File: src/huff_defs.svh
// huff decoder defines: symbol, code, window and fill widths shared by the datapath
`ifndef HUFF_DEFS_SVH
`define HUFF_DEFS_SVH

//////////////////////////////////////////////////////////////////////
// symbol and stream widths
//////////////////////////////////////////////////////////////////////
`define HUFF_SYM_W      8   // decoded symbol, conf field and stream byte

//////////////////////////////////////////////////////////////////////
// supported code widths
//////////////////////////////////////////////////////////////////////
`define HUFF_MIN_CODE_W 2   // shortest code
`define HUFF_MAX_CODE_W 5   // longest code, also width of the window head

//////////////////////////////////////////////////////////////////////
// bit window
//////////////////////////////////////////////////////////////////////
`define HUFF_WIN_W      16  // two bytes of coded bits
`define HUFF_FILL_W     5   // counts 0 to 16 valid bits

`endif

File: src/huff_pkg.sv
// huff package: data types shared between the bit window, code groups and matcher
`default_nettype none
`include "huff_defs.svh"

package huff_pkg;

  // one decoded symbol, same shape as d_conf, d_in and d_out
  typedef logic [`HUFF_SYM_W-1:0] sym_t;

  // configuration field
  // h_conf carries the code right aligned, w_conf the code width
  typedef logic [`HUFF_SYM_W-1:0] conf_t;

  // oldest bits of the window, msb is the next bit on the line
  typedef logic [`HUFF_MAX_CODE_W-1:0] head_t;

  // number of valid bits held in the window
  typedef logic [`HUFF_FILL_W-1:0] fill_t;

  // matched code length, 0 means nothing matched this cycle
  typedef logic [$clog2(`HUFF_MAX_CODE_W+1)-1:0] len_t;

endpackage

`default_nettype wire

File: src/huff_code_group.sv
// huff code group: valid bits and symbol table for all codes of one width
`timescale 1ns/1ps
`default_nettype none
`include "huff_defs.svh"

module huff_code_group #(
  parameter int CODE_W = 2  // code width served by this group
) (
  input  wire logic            clk,
  input  wire logic            rst,
  input  wire logic            en_conf,  // table write strobe
  input  wire logic            new_conf, // clear all entries
  input  wire huff_pkg::sym_t  d_conf,   // symbol to store
  input  wire huff_pkg::conf_t h_conf,   // code, right aligned
  input  wire huff_pkg::conf_t w_conf,   // code width of this write
  input  wire huff_pkg::head_t head,     // window head, msb first
  input  wire huff_pkg::fill_t fill,     // valid bits in the window
  output logic                 hit,      // full code of this width at the head
  output huff_pkg::sym_t       sym       // symbol for the head code
);

  localparam int DEPTH = 1 << CODE_W;  // one entry per code value

  // width outside the supported range is a build error
  if (CODE_W < `HUFF_MIN_CODE_W || CODE_W > `HUFF_MAX_CODE_W) begin : g_bad_width
    $error("huff_code_group: CODE_W %0d not supported", CODE_W);
  end

  logic [DEPTH-1:0] valid_q;            // entry present
  huff_pkg::sym_t   sym_mem [DEPTH];    // symbol per code
  logic             wr_en;
  logic [CODE_W-1:0] wr_idx;
  logic [CODE_W-1:0] rd_idx;

  //////////////////////////////////////////////////////////////////////
  // configuration write
  //////////////////////////////////////////////////////////////////////

  // each group takes only the writes of its own width
  assign wr_en  = en_conf && (w_conf == huff_pkg::conf_t'(CODE_W));
  assign wr_idx = h_conf[CODE_W-1:0];

  always_ff @(posedge clk) begin
    if (rst) begin
      valid_q <= '0;
    end else if (new_conf) begin
      valid_q <= '0;              // wins over a same cycle write
    end else if (wr_en) begin
      valid_q[wr_idx] <= 1'b1;
    end
  end

  always_ff @(posedge clk) begin
    if (wr_en) begin
      sym_mem[wr_idx] <= d_conf;  // stale symbols are masked by valid_q
    end
  end

  //////////////////////////////////////////////////////////////////////
  // lookup
  //////////////////////////////////////////////////////////////////////

  assign rd_idx = head[`HUFF_MAX_CODE_W-1 -: CODE_W];  // leading bits only

  // short window must not match on bits not yet fetched
  assign hit = valid_q[rd_idx] && (fill >= huff_pkg::fill_t'(CODE_W));
  assign sym = sym_mem[rd_idx];

endmodule

`default_nettype wire

File: src/huff_code_matcher.sv
// huff code matcher: one code group per width, match select and registered symbol output
`timescale 1ns/1ps
`default_nettype none
`include "huff_defs.svh"

module huff_code_matcher (
  input  wire logic            clk,
  input  wire logic            rst,
  input  wire logic            en_conf,
  input  wire logic            new_conf,
  input  wire huff_pkg::sym_t  d_conf,
  input  wire huff_pkg::conf_t h_conf,
  input  wire huff_pkg::conf_t w_conf,
  input  wire huff_pkg::head_t head,
  input  wire huff_pkg::fill_t fill,
  output huff_pkg::len_t       match_len, // bits to drop, 0 when no match
  output huff_pkg::sym_t       d_out,     // decoded symbol
  output logic                 en_out     // one pulse per symbol
);

  localparam int MIN_W = `HUFF_MIN_CODE_W;
  localparam int MAX_W = `HUFF_MAX_CODE_W;

  logic [MAX_W:MIN_W] grp_hit;             // indexed by code width
  huff_pkg::sym_t     grp_sym [MIN_W:MAX_W];
  huff_pkg::sym_t     sel_sym;
  logic               any_hit;

  //////////////////////////////////////////////////////////////////////
  // code groups, widths 2 to 5
  //////////////////////////////////////////////////////////////////////

  for (genvar w = MIN_W; w <= MAX_W; w++) begin : g_grp
    huff_code_group #(
      .CODE_W   (w)
    ) grp_i (
      .clk      (clk),
      .rst      (rst),
      .en_conf  (en_conf),
      .new_conf (new_conf),
      .d_conf   (d_conf),
      .h_conf   (h_conf),
      .w_conf   (w_conf),
      .head     (head),
      .fill     (fill),
      .hit      (grp_hit[w]),
      .sym      (grp_sym[w])
    );
  end

  //////////////////////////////////////////////////////////////////////
  // select
  //////////////////////////////////////////////////////////////////////

  // walk from the widest down so the shortest hit is the one kept
  always_comb begin
    match_len = '0;
    sel_sym   = '0;
    for (int w = MAX_W; w >= MIN_W; w--) begin
      if (grp_hit[w]) begin
        match_len = huff_pkg::len_t'(w);
        sel_sym   = grp_sym[w];
      end
    end
  end

  assign any_hit = |grp_hit;

  //////////////////////////////////////////////////////////////////////
  // output register
  //////////////////////////////////////////////////////////////////////

  always_ff @(posedge clk) begin
    if (rst) begin
      en_out <= 1'b0;
    end else begin
      en_out <= any_hit;   // one cycle after the code stands at the head
    end
  end

  always_ff @(posedge clk) begin
    if (any_hit) begin
      d_out <= sel_sym;    // held between symbols
    end
  end

  // prefix free table, so two widths never claim the same head
  a_one_group: assert property (
    @(posedge clk) disable iff (rst) $onehot0(grp_hit)
  ) else $error("huff_code_matcher: more than one group hit");

endmodule

`default_nettype wire

File: src/huff_bit_window.sv
// huff bit window: requests stream bytes, keeps a left aligned bit window and drops used bits
`timescale 1ns/1ps
`default_nettype none
`include "huff_defs.svh"

module huff_bit_window (
  input  wire logic            clk,
  input  wire logic            rst,
  input  wire logic            ready_in,  // source still has bytes
  input  wire logic            en_in,     // byte strobe, answers one d_req
  input  wire huff_pkg::sym_t  d_in,      // coded byte, msb first
  input  wire huff_pkg::len_t  match_len, // bits used by this cycle's match
  output logic                 d_req,     // one cycle byte request
  output huff_pkg::head_t      head,      // oldest bits of the window
  output huff_pkg::fill_t      fill       // valid bit count
);

  localparam int WIN_W  = `HUFF_WIN_W;
  localparam int BYTE_W = `HUFF_SYM_W;
  localparam int HEAD_W = `HUFF_MAX_CODE_W;

  //////////////////////////////////////////////////////////////////////
  // state
  //////////////////////////////////////////////////////////////////////

  logic [WIN_W-1:0] win_q;   // bit WIN_W-1 is the oldest bit
  huff_pkg::fill_t  fill_q;  // valid bits from the top of win_q
  logic             pend_q;  // a request is out and unanswered

  //////////////////////////////////////////////////////////////////////
  // next window
  //////////////////////////////////////////////////////////////////////

  logic [WIN_W-1:0] byte_al;   // arriving byte at the top of a window
  logic [WIN_W-1:0] win_kept;  // window after the match is dropped
  logic [WIN_W-1:0] win_new;
  huff_pkg::fill_t  fill_kept;
  huff_pkg::fill_t  fill_new;
  logic             req_ok;    // fetch condition for this cycle

  assign byte_al = {d_in, {(WIN_W-BYTE_W){1'b0}}};

  always_comb begin
    // drop the matched code first
    win_kept  = win_q << match_len;  // zeros come in behind the valid bits
    fill_kept = fill_q - huff_pkg::fill_t'(match_len);
    win_new   = win_kept;
    fill_new  = fill_kept;
    // then append the byte right behind what is left
    if (en_in) begin
      win_new  = win_kept | (byte_al >> fill_kept);
      fill_new = fill_kept + huff_pkg::fill_t'(BYTE_W);
    end
  end

  // room for a whole byte once this cycle's bits are gone
  assign req_ok = ready_in && !pend_q &&
                  (fill_kept <= huff_pkg::fill_t'(WIN_W - BYTE_W));

  //////////////////////////////////////////////////////////////////////
  // registers
  //////////////////////////////////////////////////////////////////////

  // bits below the fill stay zero, so the window needs a clear start
  always_ff @(posedge clk) begin
    if (rst) begin
      win_q  <= '0;
      fill_q <= '0;
    end else begin
      win_q  <= win_new;
      fill_q <= fill_new;
    end
  end

  // request flag and strobe
  always_ff @(posedge clk) begin
    if (rst) begin
      pend_q <= 1'b0;
      d_req  <= 1'b0;
    end else begin
      d_req <= req_ok;      // single pulse, pend_q blocks the next one
      if (req_ok) begin
        pend_q <= 1'b1;     // opened together with the strobe
      end else if (en_in) begin
        pend_q <= 1'b0;     // byte is in, next fetch may go
      end
    end
  end

  //////////////////////////////////////////////////////////////////////
  // outputs
  //////////////////////////////////////////////////////////////////////

  assign head = win_q[WIN_W-1 -: HEAD_W];
  assign fill = fill_q;

  //////////////////////////////////////////////////////////////////////
  // checks
  //////////////////////////////////////////////////////////////////////

  // the source sends a byte only against an open request
  a_byte_requested: assert property (
    @(posedge clk) disable iff (rst) en_in |-> pend_q
  ) else $error("huff_bit_window: byte without an open request");

  // the matcher never takes more bits than the window holds
  a_match_in_fill: assert property (
    @(posedge clk) disable iff (rst)
    huff_pkg::fill_t'(match_len) <= fill_q
  ) else $error("huff_bit_window: match longer than fill");

  // fetch timing keeps the window from overflowing
  a_fill_bound: assert property (
    @(posedge clk) disable iff (rst)
    fill_q <= huff_pkg::fill_t'(WIN_W)
  ) else $error("huff_bit_window: fill above window width");

endmodule

`default_nettype wire

File: src/huff_decoder.sv
// huff decoder top: streaming huffman decoder for 8 bit symbols, codes of 2 to 5 bits
`timescale 1ns/1ps
`default_nettype none

module huff_decoder (
  input  wire logic            clk,
  input  wire logic            rst,
  // stream side
  input  wire logic            ready_in,  // source not empty
  input  wire logic            en_in,     // byte strobe
  input  wire huff_pkg::sym_t  d_in,      // coded byte
  output wire logic            d_req,     // byte request
  // configuration side, only while the stream is idle
  input  wire huff_pkg::sym_t  d_conf,    // symbol
  input  wire huff_pkg::conf_t h_conf,    // code, right aligned
  input  wire huff_pkg::conf_t w_conf,    // code width
  input  wire logic            en_conf,   // write one entry
  input  wire logic            new_conf,  // drop the whole table
  // decoded output, no back-pressure
  output wire huff_pkg::sym_t  d_out,
  output wire logic            en_out
);

  wire huff_pkg::head_t head;       // window head to the groups
  wire huff_pkg::fill_t fill;       // valid bit count
  wire huff_pkg::len_t  match_len;  // bits consumed at the next edge

  // byte fetch and bit window
  huff_bit_window win_i (
    .clk       (clk),
    .rst       (rst),
    .ready_in  (ready_in),
    .en_in     (en_in),
    .d_in      (d_in),
    .match_len (match_len),
    .d_req     (d_req),
    .head      (head),
    .fill      (fill)
  );

  // code tables and symbol output
  huff_code_matcher match_i (
    .clk       (clk),
    .rst       (rst),
    .en_conf   (en_conf),
    .new_conf  (new_conf),
    .d_conf    (d_conf),
    .h_conf    (h_conf),
    .w_conf    (w_conf),
    .head      (head),
    .fill      (fill),
    .match_len (match_len),
    .d_out     (d_out),
    .en_out    (en_out)
  );

endmodule

`default_nettype wire

File: config.mk
export PLATFORM = sky130hd
export DESIGN_NAME = huff_decoder
export DESIGN_NICKNAME = d
export VERILOG_FILES = /design/src/huff_pkg.sv /design/src/huff_code_group.sv /design/src/huff_code_matcher.sv /design/src/huff_bit_window.sv /design/src/huff_decoder.sv
export VERILOG_INCLUDE_DIRS = /design/src
export SDC_FILE = /design/constraint.sdc
export NUM_CORES = 1
export LEC_CHECK = 0
export BUFFER_PORTS_ARGS = -buffer_cell sky130_fd_sc_hd__buf_2
export CAP_MARGIN = 20
export CORE_UTILIZATION = 45
export DETAILED_ROUTE_END_ITERATION = 8
export GPL_TIMING_DRIVEN = 1
export PLACE_DENSITY = 0.57
export SLEW_MARGIN = 20
export SYNTH_ARGS = -nofsm -noshare
export SYNTH_HDL_FRONTEND = slang
export SYNTH_SLANG_ARGS = --single-unit
File: constraint.sdc
create_clock -name clk -period 6.9 [get_ports clk]
set_input_delay 0.69 -clock clk [delete_from_list [all_inputs] [get_ports clk]]
set_output_delay 0.69 -clock clk [all_outputs]
set_load 0.01 [all_outputs]
# == Word-level counts from Yosys, hierarchy flattened ==
# Memory sizes are Yosys's and may differ from the RTL's. A register that Yosys moved wholly into a read port is not among the register bits.
# Index checks and enable logic that the tools add are counted.
# totals
regBits,92
ram_bits,480
input_bits,38
out_inout_bits,10
wordCells,102
mem_count,4
# classes
n_addsub,2
order_cmp,17
eq_ne,4
shifts,2
mux,40
bitwise_logic,5
n_reduce_logical,18
# memory_table
memory,depth,width,read_ports,rd_ports_with_merged_regs,write_ports,line_no,text
match_i.g_grp[5].grp_i.sym_mem,32,8,1,1,1,huff_code_group.sv:30,huff_pkg::sym_t sym_mem [DEPTH];
match_i.g_grp[4].grp_i.sym_mem,16,8,1,1,1,huff_code_group.sv:30,
match_i.g_grp[3].grp_i.sym_mem,8,8,1,1,1,huff_code_group.sv:30,
match_i.g_grp[2].grp_i.sym_mem,4,8,1,1,1,huff_code_group.sv:30,
# op_table
cell,count
8-bit 2-to-1 mux,4
16-bit OR,2
32-bit OR,1
1-bit 2-to-1 mux,18
8-bit by 2-bit equality test with 1-bit output (second input constant),2
8-bit by 3-bit equality test with 1-bit output (second input constant),2
16-bit 2-to-1 mux,1
16-bit by 3-bit left shift with 16-bit output,1
16-bit by 5-bit >> shifter with 16-bit output,1
3-bit 2-to-1 mux,5
1-bit logical AND,14
5-bit by 6-bit < comparator with 1-bit output (second input constant),2
5-bit by 2-bit >= comparator with 1-bit output (second input constant),2
5-bit by 3-bit >= comparator with 1-bit output (second input constant),2
4-bit by 5-bit < comparator with 1-bit output (second input constant),2
5-bit 2-to-1 mux,2
3-bit by 4-bit < comparator with 1-bit output (second input constant),2
8-bit OR,1
2-bit by 3-bit < comparator with 1-bit output (second input constant),2
5-bit by 4-bit adder with 5-bit output (second input constant),1
1-bit binary-select mux with 5-bit select,1
1-bit demux with 5-bit select,1
5-bit by 1-bit >= comparator with 1-bit output (second input constant),1
5-bit by 4-bit <= comparator with 1-bit output (second input constant),1
other kinds (17),17

# == Depth between registers and ports, before layout ==
# logic_depth
ltp_word,12
mapped_depth,20

# == Cells and area by module ==
# From an unflattened synthesis, not the netlist that was laid out.
# unflattened
cells_unflattened,1258
area_unflattened_um2,23441.2
# modules_own_cells
module,n_inst,cells_each,area_per_inst_um2
huff_code_group (match_i.g_grp[5].grp_i),1,510,11154.4
huff_code_group (match_i.g_grp[4].grp_i),1,270,5706.7
huff_code_group (match_i.g_grp[3].grp_i),1,147,2864.0
huff_bit_window,1,212,1781.7
huff_code_group (match_i.g_grp[2].grp_i),1,70,1416.4
huff_code_matcher,1,49,518.0

# == Least setup slack after synthesis ==
# Ideal clock, no wire load.
# synth_timing
path_kind,register to register
startpoint,register win_i.win_q[13]
endpoint,register win_i.win_q[7]
t_arrival_ns,4.094
slack_ns,2.674
stages_incl_launch_ff,19
n_path_buf,5
synth_period_minus_slack_ns,4.226
cell_sequence,dfxtp_1 buf_2 buf_2 mux4_2 mux2_2 and2_1 o31ai_4 buf_2 nor2_1 o21a_1 ha_1 fa_1 clkbuf_1 clkbuf_1 o21ai_0 mux2i_1 o211ai_1 a211oi_1 o22ai_1
# synth_between
elab_chain_cells,11
word_cells_on_any_way,18
classes_between,add/sub (1); shift (2); mux (11); bitwise (1); reduce/logical (3)
# synth_lines
item,line_no,text
"start, declared",huff_bit_window.sv:26,logic [WIN_W-1:0] win_q;
"start signal, assigned",huff_bit_window.sv:70,win_q <= win_new;
1-bit binary-select mux with 5-bit select,huff_code_group.sv:66,assign hit = valid_q[rd_idx] && (fill >= huff_pkg::fill_t'(CODE_W));
1-bit 2-to-1 mux (implied by the code),huff_code_group.sv:66,
1-bit logical AND,huff_code_group.sv:66,
3-bit 2-to-1 mux (4 in a row),huff_code_matcher.sv:60,if (grp_hit[w]) begin
5-bit by 3-bit subtractor with 5-bit output,huff_bit_window.sv:46,fill_kept = fill_q - huff_pkg::fill_t'(match_len);
16-bit by 5-bit >> shifter with 16-bit output,huff_bit_window.sv:51,win_new = win_kept | (byte_al >> fill_kept);
16-bit OR,huff_bit_window.sv:51,
16-bit 2-to-1 mux *,huff_bit_window.sv:50,if (en_in) begin
# Every way passes the cells marked *; elsewhere a longest branch is shown, timed or not. The select of a mux whose other input is x is not followed.
# A chain may end at the register's enable or synchronous reset.

# == Worst setup path in the final report ==
# layout_timing
startpoint,register win_i.win_q[11]
endpoint,register win_i.win_q[5]
# The elaborated chain is that of the path after synthesis.

==> flow_summary.ini <==
[global_routing]
track_usage_pct = 21.2
overflow = 0
grt_max_degree = 61
grt_first_pass_wirelength_um = 78900
antenna_found_initial = 1
grt_pass1_vias = 12200

[finish]
antennaDiodeCount = 0
fin_nets = 1423
final_common_cell = edfxtp_1
syn2layout_area_growth_pct = 12.4
layout_common_cells = edfxtp_1 (488), mux4_2 (108), mux2i_1 (99)
drive_gt1_share_pct = 20.9
utilization_pct = 51.4
nFillCells = 4103

[synthesis]
synth_enable_flop_cells = 488
synthXorXnorAreaFrac_pct = 0.115
synth_top_family_by_area = multiplexers
synth_cell_types = 58
synth_fa_ha_area_share_pct = 0.306
synth-seq-area-share_pct = 71.3
synthesis.area_sq_um = 22900
synth_warnings = 0
syn_avg_cell_area_sq_um = 17.2
synth_mux_area_share_pct = 15.2
synth_compound_area_share_pct = 6.37
synthCells = 1329
ys_ff_latch = 572
yosys.area_share.simple_pct = 4.83
synthFlopType = edfxtp_1
synth_nets = 1372
async_flop_share_pct = 0

[drt]
first_pass_iters = 7
routedWlPerCell_um = 25.6
drc_errors = 0
drt_iter0_markers = 1061
viasPerCell = 5.85
wl_um = 53700
dr_total_vias = 12300
postRouteAntennaNets = 0

[floorplanning]
core_sq_um = 50200
die_w_um = 228
num_rows = 82
start_util_pct = 45.7
die_h_um = 228
dieArea_sq_um = 51800
io_pins = 48

[timing]
finalCritPeriodShare_pct = 79.4
setup_violations = 0
fin_skew_ns = 0.0275
fin_crit_ns = 5.48
finalHoldViolCount = 0
max_freq_mhz = 183
worst_pin_slew_ns = 1.04
max_slew_margin_pct = 30.2
finalMaxSlewViolations = 0
finalSetupTns_ns = 0
rsz0062_at_grt = no

[worst_hold_path]
hold_start = ready_in
hp-class = input port to register
whs_path_depth = 2
whs_endpoint = win_i.d_req

[place]
io_buffers = 44
hpwl_um = 32300
gp_congestion = 0.863

[setup_path]
cp.buffers_inverters = 2
rr_startpoint = win_i.win_q[11]
path_cells = buf_4 > mux2i_1 > nand2_1 > o2111ai_1 > o22ai_1 > o31ai_4 > buf_4 > nor2_1 > o21a_1 > ha_1 > fa_1 > nor2b_1 > nor2_1 > xnor2_1 > nand3_1 > o32ai_1 > a211oi_1 > o22ai_1
rrSetupSlack_ns = 1.42
start_kind = register
worst_ep_required_time_ns = 7.42
critical_path.max_fanout = 28
worstPathArrival_ns = 6.00
crit_family = compound AO/OA/AOI/OAI gates
critPathKind = register to register
r2r-end = win_i.win_q[5]
reg2reg_depth = 18
crit_slowest_cell = dfxtp_4
end_kind = register
critPathMaxStageDelay_ns = 0.68

[run_status]
status = completed

[clock_network]
clk_pin_slew_worst_paths_ns = 0.06
ctsHoldBuffers = 0
clock-sinks = 572
clk-insertion-delay-late_ns = 0.63
cts_root_buffer = clkbuf_16
clockBufferDepth = 3
htree_levels = 2
ctsResizeCount = 0
post-cts-setup-buffers = 0
cts_made_buffers = 58
tritoncts = done

[power_and_ir_drop]
peakVddDrop_mv = 0.243
cellLeakagePower_nw = 8.11
powerDensity_nw_per_um2 = 373

[job]
drv_cap = 0
==> power by group <==
group / leakage (nW) / switching [mW] / internal [mW] / total, mW
Combinational: 2.13 / 1.47 / 1.02 / 2.49
Clock: 0.913 / 1.30 / 1.77 / 3.08
Sequential: 5.07 / 0.197 / 3.84 / 4.04
==> metrics by stage <==
stage               total power, mW  hold WS (ns)  instances  instance area, sq um  setup WS (ns)
floorplan                      5.80         0.412       1329                 22900           2.67
global placement               6.59         0.422       1991                 23900           1.51
detailed placement             6.60         0.431       1991                 23900           1.43
CTS                            9.67         0.355       2100                 25700           1.40
global route                   10.0         0.369       2101                 25800           1.11
finish                         9.60         0.382       2101                 25800           1.42
==> registers in the layout, indices dropped and copies added, names as in the netlist <==
| register | flops |
|---|---|
| match_i.d_out | 8 |
| match_i.en_out | 1 |
| match_i.g_grp.grp_i.sym_mem | 480 |
| match_i.g_grp.grp_i.valid_q | 60 |
| win_i.d_req | 1 |
| win_i.fill | 5 |
| win_i.pend_q | 1 |
| win_i.win_q | 16 |
==> worst max-delay path by stage <==
stage | startpoint | end | slack [ns] | cells past startpoint
after floorplan | win_i.win_q[13] | win_i.win_q[7] | 2.67 | 18
after global placement | win_i.win_q[11] | win_i.win_q[5] | 1.51 | 18
after detailed placement | win_i.win_q[11] | win_i.win_q[5] | 1.43 | 18
after CTS | win_i.win_q[11] | win_i.win_q[5] | 1.40 | 18
after global routing | win_i.win_q[11] | win_i.win_q[5] | 1.11 | 18
final | win_i.win_q[11] | win_i.win_q[5] | 1.42 | 18
==> cell usage after synthesis, types with 2 or more instances <==
| master | number | share of area (%) |
|---|---|---|
| dfxtp_1 | 84 | 7.3 |
| ha_1 | 4 | 0.22 |
| buf_2 | 18 | 0.39 |
| a21oi_1 | 17 | 0.37 |
| a31o_2 | 2 | 0.076 |
| nand3_1 | 26 | 0.57 |
| a221oi_1 | 25 | 0.96 |
| mux4_2 | 108 | 11 |
| o211ai_1 | 13 | 0.43 |
| inv_2 | 3 | 0.049 |
| a22oi_1 | 8 | 0.26 |
| o21ai_0 | 41 | 0.90 |
| nor2_1 | 86 | 1.4 |
| a32oi_1 | 2 | 0.076 |
| inv_1 | 9 | 0.15 |
| nor2b_1 | 7 | 0.19 |
| and2_1 | 4 | 0.11 |
| nand2_1 | 43 | 0.70 |
| nand2b_1 | 5 | 0.14 |
| mux2i_1 | 99 | 4.3 |
| nor3b_1 | 2 | 0.065 |
| buf_4 | 11 | 0.36 |
| o22ai_1 | 9 | 0.25 |
| edfxtp_1 | 488 | 64 |
| and3_1 | 3 | 0.082 |
| or2_2 | 3 | 0.082 |
| nand4_1 | 14 | 0.38 |
| buf_1 | 4 | 0.065 |
| o21a_1 | 61 | 2.0 |
| nand3b_1 | 14 | 0.46 |
| a31oi_1 | 11 | 0.30 |
| a211oi_1 | 6 | 0.20 |
| mux2_2 | 6 | 0.29 |
| or3_1 | 3 | 0.082 |
| nor3_1 | 18 | 0.39 |
| clkbuf_1 | 49 | 0.80 |
| xnor2_1 | 2 | 0.076 |
==> kinds of logic after synthesis <==
| kind of cell | count (synthesis) |
|---|---|
| xor gates and xnor gates | 3 |
| DFF | 572 |
| adders and majority gates | 5 |
| muxes | 213 |
| AOI/OAI and AO/OA | 208 |
| buffers and inverters | 95 |
| and+or+nand+nor | 233 |
==> cell type report <==
cell class	count	area, sq um	area share, %
clock inverters	28	256	0.996
clock buffers	81	1610	6.25
multi-input cells	662	6210	24.1
flip-flops and latches	572	16300	63.5
inverters	12	45.0	0.175
well taps	672	841	3.26
repair buffers	74	455	1.77
==> per-layer routing <==
| layer | track usage (%) | share of wire (%) |
|---|---|---|
| met1 | 30.6 | 45 |
| met3 | 3.55 | 5.4 |
| met2 | 33.3 | 47 |
| met5 | 0 | 0.024 |
| met4 | 5.91 | 2.0 |
(Power assumes the default switching activity.)
